**src/design/mmu_pkg.sv**
```systemverilog
`default_nettype none

package mmu_pkg;

    localparam int TLB_ENTRIES = 16;
    localparam int TLB_INDEX_W = 4;
    localparam int ISSUE_W = 2;

    localparam int VPN2_W = 19;
    localparam int ASID_W = 8;
    localparam int PFN_W = 20;
    localparam int OFFSET_W = 12;

    // reset entries live in kseg0, never consulted by lookups
    localparam logic [VPN2_W-1:0] RESET_VPN2_BASE = 19'h4_0000;
    localparam logic [2:0] CACHE_CACHEABLE = 3'd3;

    typedef logic [31:0] vaddr_t;
    typedef logic [31:0] paddr_t;
    typedef logic [TLB_INDEX_W-1:0] tlb_index_t;

    // one page pair
    typedef struct packed {
        logic [VPN2_W-1:0] vpn2;
        logic [ASID_W-1:0] asid;
        logic              G;
        logic [PFN_W-1:0]  pfn0;
        logic [2:0]        C0;
        logic              D0;
        logic              V0;
        logic [PFN_W-1:0]  pfn1;
        logic [2:0]        C1;
        logic              D1;
        logic              V1;
    } tlb_entry_t;

    typedef struct packed {
        logic       found;
        tlb_index_t index;
        paddr_t     paddr;
        logic [2:0] C;
        logic       D;
        logic       V;
    } tlb_search_t;

    typedef struct packed {
        logic        valid;
        logic [31:0] addr;
    } ibus_req_t;

    typedef struct packed {
        logic        valid;
        logic [31:0] addr;
        logic [3:0]  strobe;
        logic [31:0] data;
    } dbus_req_t;

    typedef struct packed {
        logic refill;
        logic invalid;
        logic modified;
    } tlb_exc_t;

    typedef struct packed {
        tlb_exc_t [ISSUE_W-1:0] i_tlb_exc;
        tlb_exc_t [ISSUE_W-1:0] d_tlb_exc;
    } mmu_exc_t;

endpackage

`default_nettype wire

```
**src/design/cp0_pkg.sv**
```systemverilog
`default_nettype none

package cp0_pkg;
    import mmu_pkg::*;

    typedef struct packed {
        logic [VPN2_W-1:0] vpn2;
        logic [4:0]        zero;
        logic [ASID_W-1:0] asid;
    } entry_hi_t;

    typedef struct packed {
        logic [5:0]       zero;
        logic [PFN_W-1:0] pfn;
        logic [2:0]       C;
        logic             D;
        logic             V;
        logic             G;
    } entry_lo_t;

    // P set when TLBP misses
    typedef struct packed {
        logic                    P;
        logic [30-TLB_INDEX_W:0] zero;
        logic [TLB_INDEX_W-1:0]  index;
    } index_t;

    typedef enum logic [1:0] {
        ENTRY_HI  = 2'd0,
        ENTRY_LO0 = 2'd1,
        ENTRY_LO1 = 2'd2,
        INDEX     = 2'd3
    } cp0_sel_e;

    typedef enum logic [2:0] {
        TLB_NONE = 3'd0,
        TLB_R    = 3'd1,
        TLB_WI   = 3'd2,
        TLB_WR   = 3'd3,
        TLB_P    = 3'd4
    } tlb_op_e;

endpackage

`default_nettype wire

```
**src/design/cp0_tlb_regs.sv**
```systemverilog
`timescale 1ns/1ns
`default_nettype none

module cp0_tlb_regs
    import mmu_pkg::*;
    import cp0_pkg::*;
(
    input  wire                 clk,
    input  wire                 i_arst_n,
    input  wire                 i_cp0_we,
    input  wire cp0_sel_e       i_cp0_sel,
    input  wire logic [31:0]    i_cp0_wdata,
    input  wire tlb_op_e        i_tlb_op,
    input  wire entry_hi_t      i_r_hi,
    input  wire entry_lo_t      i_r_lo0,
    input  wire entry_lo_t      i_r_lo1,
    input  wire index_t         i_probe,
    output entry_hi_t           o_entry_hi,
    output entry_lo_t           o_entry_lo0,
    output entry_lo_t           o_entry_lo1,
    output index_t              o_index,
    output tlb_index_t          o_random,
    output logic                o_tlb_we,
    output logic                o_tlb_wr
);

    // TLB write happens at the edge ending the strobe cycle
    assign o_tlb_we = (i_tlb_op == TLB_WI) || (i_tlb_op == TLB_WR);
    assign o_tlb_wr = (i_tlb_op == TLB_WR);

    always_ff @(posedge clk or negedge i_arst_n) begin
        if (!i_arst_n) begin
            o_entry_hi  <= '0;
            o_entry_lo0 <= '0;
            o_entry_lo1 <= '0;
            o_index     <= '0;
        end else if (i_cp0_we) begin
            case (i_cp0_sel)
                ENTRY_HI: begin
                    o_entry_hi      <= entry_hi_t'(i_cp0_wdata);
                    o_entry_hi.zero <= '0;
                end
                ENTRY_LO0: begin
                    o_entry_lo0      <= entry_lo_t'(i_cp0_wdata);
                    o_entry_lo0.zero <= '0;
                end
                ENTRY_LO1: begin
                    o_entry_lo1      <= entry_lo_t'(i_cp0_wdata);
                    o_entry_lo1.zero <= '0;
                end
                default: begin
                    o_index      <= index_t'(i_cp0_wdata);
                    o_index.zero <= '0;
                end
            endcase
        end else begin
            case (i_tlb_op)
                TLB_R: begin
                    o_entry_hi  <= i_r_hi;
                    o_entry_lo0 <= i_r_lo0;
                    o_entry_lo1 <= i_r_lo1;
                end
                TLB_P:   o_index <= i_probe;
                default: ;
            endcase
        end
    end

    // free running down counter that wraps over the whole TLB
    always_ff @(posedge clk or negedge i_arst_n) begin
        if (!i_arst_n) begin
            o_random <= tlb_index_t'(TLB_ENTRIES - 1);
        end else if (o_random == '0) begin
            o_random <= tlb_index_t'(TLB_ENTRIES - 1);
        end else begin
            o_random <= o_random - 1'b1;
        end
    end

    a_no_overlap: assert property (@(posedge clk) disable iff (!i_arst_n)
        !(i_cp0_we && (i_tlb_op != TLB_NONE)));

endmodule

`default_nettype wire

```
**config.mk**
```make
export PLATFORM = sky130hd
export DESIGN_NAME = cp0_tlb_regs
export DESIGN_NICKNAME = d
export VERILOG_FILES = /design/src/design/mmu_pkg.sv /design/src/design/cp0_pkg.sv /design/src/design/cp0_tlb_regs.sv
export SDC_FILE = /design/constraint.sdc
export NUM_CORES = 1
export LEC_CHECK = 0
export BUFFER_PORTS_ARGS = -buffer_cell sky130_fd_sc_hd__clkbuf_2
export CAP_MARGIN = 20
export CORE_ASPECT_RATIO = 0.5
export CORE_MARGIN = 5
export CORE_UTILIZATION = 35
export DETAILED_ROUTE_END_ITERATION = 8
export GPL_TIMING_DRIVEN = 0
export PLACE_DENSITY_LB_ADDON = 0.2
export SYNTH_ARGS = -nofsm -noshare
export SYNTH_HDL_FRONTEND = slang
export SYNTH_SLANG_ARGS = --single-unit
```
**constraint.sdc**
```tcl
create_clock -name clk -period 0.95 [get_ports clk]
set_input_delay 0.095 -clock clk [delete_from_list [all_inputs] [get_ports clk]]
set_output_delay 0.095 -clock clk [all_outputs]
set_load 0.05 [all_outputs]
```
-- Word-level counts from Yosys, hierarchy flattened
Cells that the tools add are included.
- reductions and logical operators: 10
- $add $sub $neg: 1
- mux-type cells: 13
- equality and inequality tests: 10
- operators with widths (kind ; count):
    $mux 32 ; 12
    $reduce_and 2->1 ; 4
    $eq 3x2->1 const B ; 2
    $ne 2x1->1 const B ; 3
    $logic_not 4->1 ; 1
    $mux 4 ; 1
    $reduce_bool 2->1 ; 2
    $sub 4x1->4 const B ; 1
    $eq 3x1->1 const B ; 1
    $eq 3x3->1 const B ; 1
    $reduce_or 3->1 ; 1
    $eq 2x1->1 const B ; 1
    $eq 2x2->1 const B ; 1
    $logic_not 2->1 ; 1
    $ne 2x2->1 const B ; 1
    $logic_or 1x1->1 ; 1
- input port bits: 168
- register bits: 132
- output and inout port bits: 134

-- Depth between registers and ports, before layout
- depth in word-level cells: 4
- mapped depth: 6
- depth with buffers taken out: 4

-- Worst setup path before layout
Ideal clock, no wire load.
- path kind: input port to flip-flop
- start: input port i_cp0_we
- end: register o_entry_lo1[10] (netlist name)
- arrival time: 1325 ps
- buffers on the path: 2
- path slack: -503 ps
- setup time: 127 ps
- required time: 823 ps
- cell stages on the path: 5
- cells stage by stage: or4b_1 > buf_2 > nand2_4 > buf_8 > mux2_1
- longest elaborated chain between the ends: 2
- elaborated cells on any way between the ends: 4
- classes of those cells: 1 x eq/ne; 1 x mux; 2 x reduce/logical
- ends and longest elaborated chain (element ; line ; RTL):
    from (decl) ; cp0_tlb_regs.sv:10 ; input wire i_cp0_we,
    $ne 2x1->1 (no source line) / $reduce_bool 2->1 (equally long branches) ; -- ;
    $reduce_and 2->1 (no source line) ; -- ;
    to (signal assigned) ; cp0_tlb_regs.sv:48 ; o_entry_lo1 <= entry_lo_t'(i_cp0_wdata);
    to (signal assigned) ; cp0_tlb_regs.sv:61 ; o_entry_lo1 <= i_r_lo1;
    to (decl) ; cp0_tlb_regs.sv:20 ; output entry_lo_t o_entry_lo1,
Several ways; a longest one is shown, not always the timed one.
A chain may end at the register's enable or synchronous reset.

-- Final worst setup path
- start: register o_random[3]
- end: output port o_random[3]
- RTL lines (element ; line ; RTL):
    from (decl) ; cp0_tlb_regs.sv:22 ; output tlb_index_t o_random,
    from (signal assigned) ; cp0_tlb_regs.sv:72 ; o_random <= tlb_index_t'(TLB_ENTRIES - 1);
    from (signal assigned) ; cp0_tlb_regs.sv:74 ; o_random <= tlb_index_t'(TLB_ENTRIES - 1);
    from (signal assigned) ; cp0_tlb_regs.sv:76 ; o_random <= o_random - 1'b1;
No word-level cell between the ends.

==> qor.csv <==
metric;value;unit
power.leakage;6.01;nW
critPathCaptureType;output pin;
pwr-share-seq;29.9;%
synth_xor_area_share;0.149;%
drcViolationCount;0;
critPathBufInv;1;
ys.flop_type;dfrtp_1;
grt_max_degree;110;
die_area;19600;um^2
clockPowerShare;29.3;%
slew_headroom;57.2;%
cts_tree;yes;
r2r_cells;5;
synth_simple_gate_area_share;5.09;%
synth_largest_area_cell;dfrtp_1;
initial_core_util;35.8;%
syn_area;5880;um^2
avgSynthCellArea;11.4;um^2
worstHoldPathCells;3;
timing.fmax;804;MHz
worst-setup-path-type;reg2out;
drt-initial-drc-count;161;
cts-root-buf;clkbuf_16;
antenna_cells;0;
ios;302;
comb_power_share;40.9;%
fin_ws;-0.294;ns
clockBufferDepth;2;
crit_slowest_cell;dfstp_2;
synth_top_family_by_area;multiplexers;
antenna_found_initial;0;
path_delay_family;flip-flops;
vias_per_cell;4.79;
cp_max_fo;2;
synth_nets;684;
p_int;0.0165;W
synth_top_area_share;54.5;%
synthMuxAreaShare;17.1;%
final_max_slew_viol_count;0;
hold_violations;0;
hp-start;i_r_hi[30];
worst_pin_slew;0.642;ns
port_buffers;301;
arrival;1.15;ns
dp_hpwl;14400;um
violations;negative setup slack;
hold_end;o_entry_hi[30]$_DFFE_PN0P_;
die_h;102;um
core_region_area;16400;um^2
wl;23500;um
first_global_vias;6350;
firstDrtPassIters;5;
synthTopCellsByCount;128 x dfrtp_1, 83 x inv_1, 79 x o21ai_0;
netSwitchingFraction;35.2;%
synth-adder-area-share;0.213;%
layout.nets;1137;
status;complete, but fails checks;
synth.area.top_cells;dfrtp_1 55%, mux2_2 12%, o21ai_0 6.7%;
place_inst;1044;
rsz0062_at_grt;yes;
drtAntennaViolNets;0;
async_flop_share;100;%
hold_class;in2reg;
crit_required;0.85;ns
fin_area;11600;um^2
gp_congestion;0.847;
fin_crit_sh;131;%
drive_gt1_share;56.3;%
cp_cell_sequence;clkbuf_16;
slowest_delay;0.57;ns
worst_clock_skew;0.000154;ns
start_kind;register;
place_area;7970;um^2
grt_pass1_wl;34500;um
ys_warn_count;0;
rr_endpoint;o_random[3]$_DFF_PN1_;
setup_viol;224;
synth_edf_count;0;
r2r-start;o_random[0]$_DFF_PN1_;
synthToLayoutAreaGrowth;97.1;%
maxCapViolations;0;
synth_compound_area_share;13.3;%
grt_use_total;22.5;%
yosysUniqueCellTypes;29;
vdd_drop_max;0.00142;V
clk_pin_slew;0.06;ns
p_sw;0.00895;W
placementRows;33;
synth.most_common_cell;dfrtp_1;
ys_ff_latch;132;
cts_made_buffers;17;
fin_cells;1208;
clkLatencyLatePin;0.41;ns
vias;5785;
grt_overflow;0;
clock-sinks;132;
period_minus_slack;1.24;ns
postLayoutCoreUtil;70.5;%
ff2ff_setup_slack;-0.24;ns
power_density;2190;nW/um^2
yosysSeqAreaShare;56.3;%
wire_per_inst;19.5;um
htreeDepth;4;
synthCells;515;
die_w;193;um
stage by stage:
stage	hold slack (ns)	TNS (ns)	setup WS, ns	total power (W)
after detailed placement	-0.0135	-84.44	-0.960	0.0143
after global routing	0.0469	-38.02	-0.314	0.0262
after global placement	0.319	-403.09	-2.47	0.0142
after floorplan	-0.201	-30.12	-0.463	0.0122
after CTS	0.0307	-34.64	-0.288	0.0245
final	0.0456	-32.20	-0.294	0.0254
registers in the layout (all words and copies together), names as in the netlist:
register,flops
o_entry_hi,32
o_entry_lo0,32
o_entry_lo1,32
o_index,32
o_random,4
worst max path at each step:
stage,start,depth (start not counted),endpoint,slack (ns)
final,o_random[3]$_DFF_PN1_,1,o_random[3],-0.29
after global routing,o_random[3]$_DFF_PN1_,1,o_random[3],-0.31
after CTS,o_random[0]$_DFF_PN1_,1,o_random[0],-0.29
after detailed placement,i_cp0_we,6,o_index[2]$_DFFE_PN0P_,-0.96
after global placement,i_arst_n,1,o_entry_lo1[17]$_DFFE_PN0P_,-2.47
after floorplan,i_cp0_we,5,o_entry_lo1[10]$_DFFE_PN0P_,-0.46
final cells by class:
cell class / count / area [um^2]
Timing Repair Buffer: 436 / 4320
Fill cell: 1098 / 4850
Inverter: 83 / 312
Clock inverter: 11 / 199
Buffer: 27 / 287
Tap cell: 227 / 284
Clock buffer: 21 / 470
Sequential cell: 132 / 3310
Multi-Input combinational cell: 271 / 2400
cell families (layout without fill, tap and decap cells):
group	after synthesis	count (layout)
AOI/OAI and AO/OA	124	124
adders and majority gates	1	1
buffers and inverters	112	578
and+or+nand+nor	56	56
muxes	89	89
xor gates and xnor gates	1	1
DFF	132	132
placed cells by master (no fill, tap or decap), drive strengths merged:
master,count
a21o,1
a21oi,3
a22o,38
a31oi,1
and3b,1
buf,233
bufinv,5
clkbuf,206
clkinv,3
clkinvlp,3
dfrtp,128
dfstp,4
dlygate4sd3,45
ha,1
inv,83
mux2,89
nand2,36
nand3,6
nand3b,7
nor2,1
nor2b,2
nor4b,2
o21ai,79
o31ai,2
or4b,1
xor2,1
what timing repair did:
item | in CTS | in global routing
buffers inserted | 59 | 28
hold buffers | 45 | 0
hold endpoints to repair | 172 | 0
gates cloned | 7 | 2
setup endpoints to repair | 252 | 343
gates resized for setup | 333 | 145
pin swaps | 4 | 5
power groups by stage:
stage          combinational (W)  sequential [W]  clock, W
5_1_grt                   0.0107         0.00770   0.00779
6_report                  0.0104         0.00759   0.00744
2_1_floorplan            0.00153          0.0107         0
4_1_cts                  0.00968         0.00729   0.00752
3_5_place_dp             0.00710         0.00723         0
3_3_place_gp             0.00703         0.00720         0
metal layers:
metal	up-vias	global-route usage, %	part of all wire [%]
li1	2644	-	-
met1	2882	27.1	42
met2	218	40.4	51
met3	41	4.85	4.5
met5	-	0	0
met4	0	8.21	2.7
(Power assumes the default switching activity.)
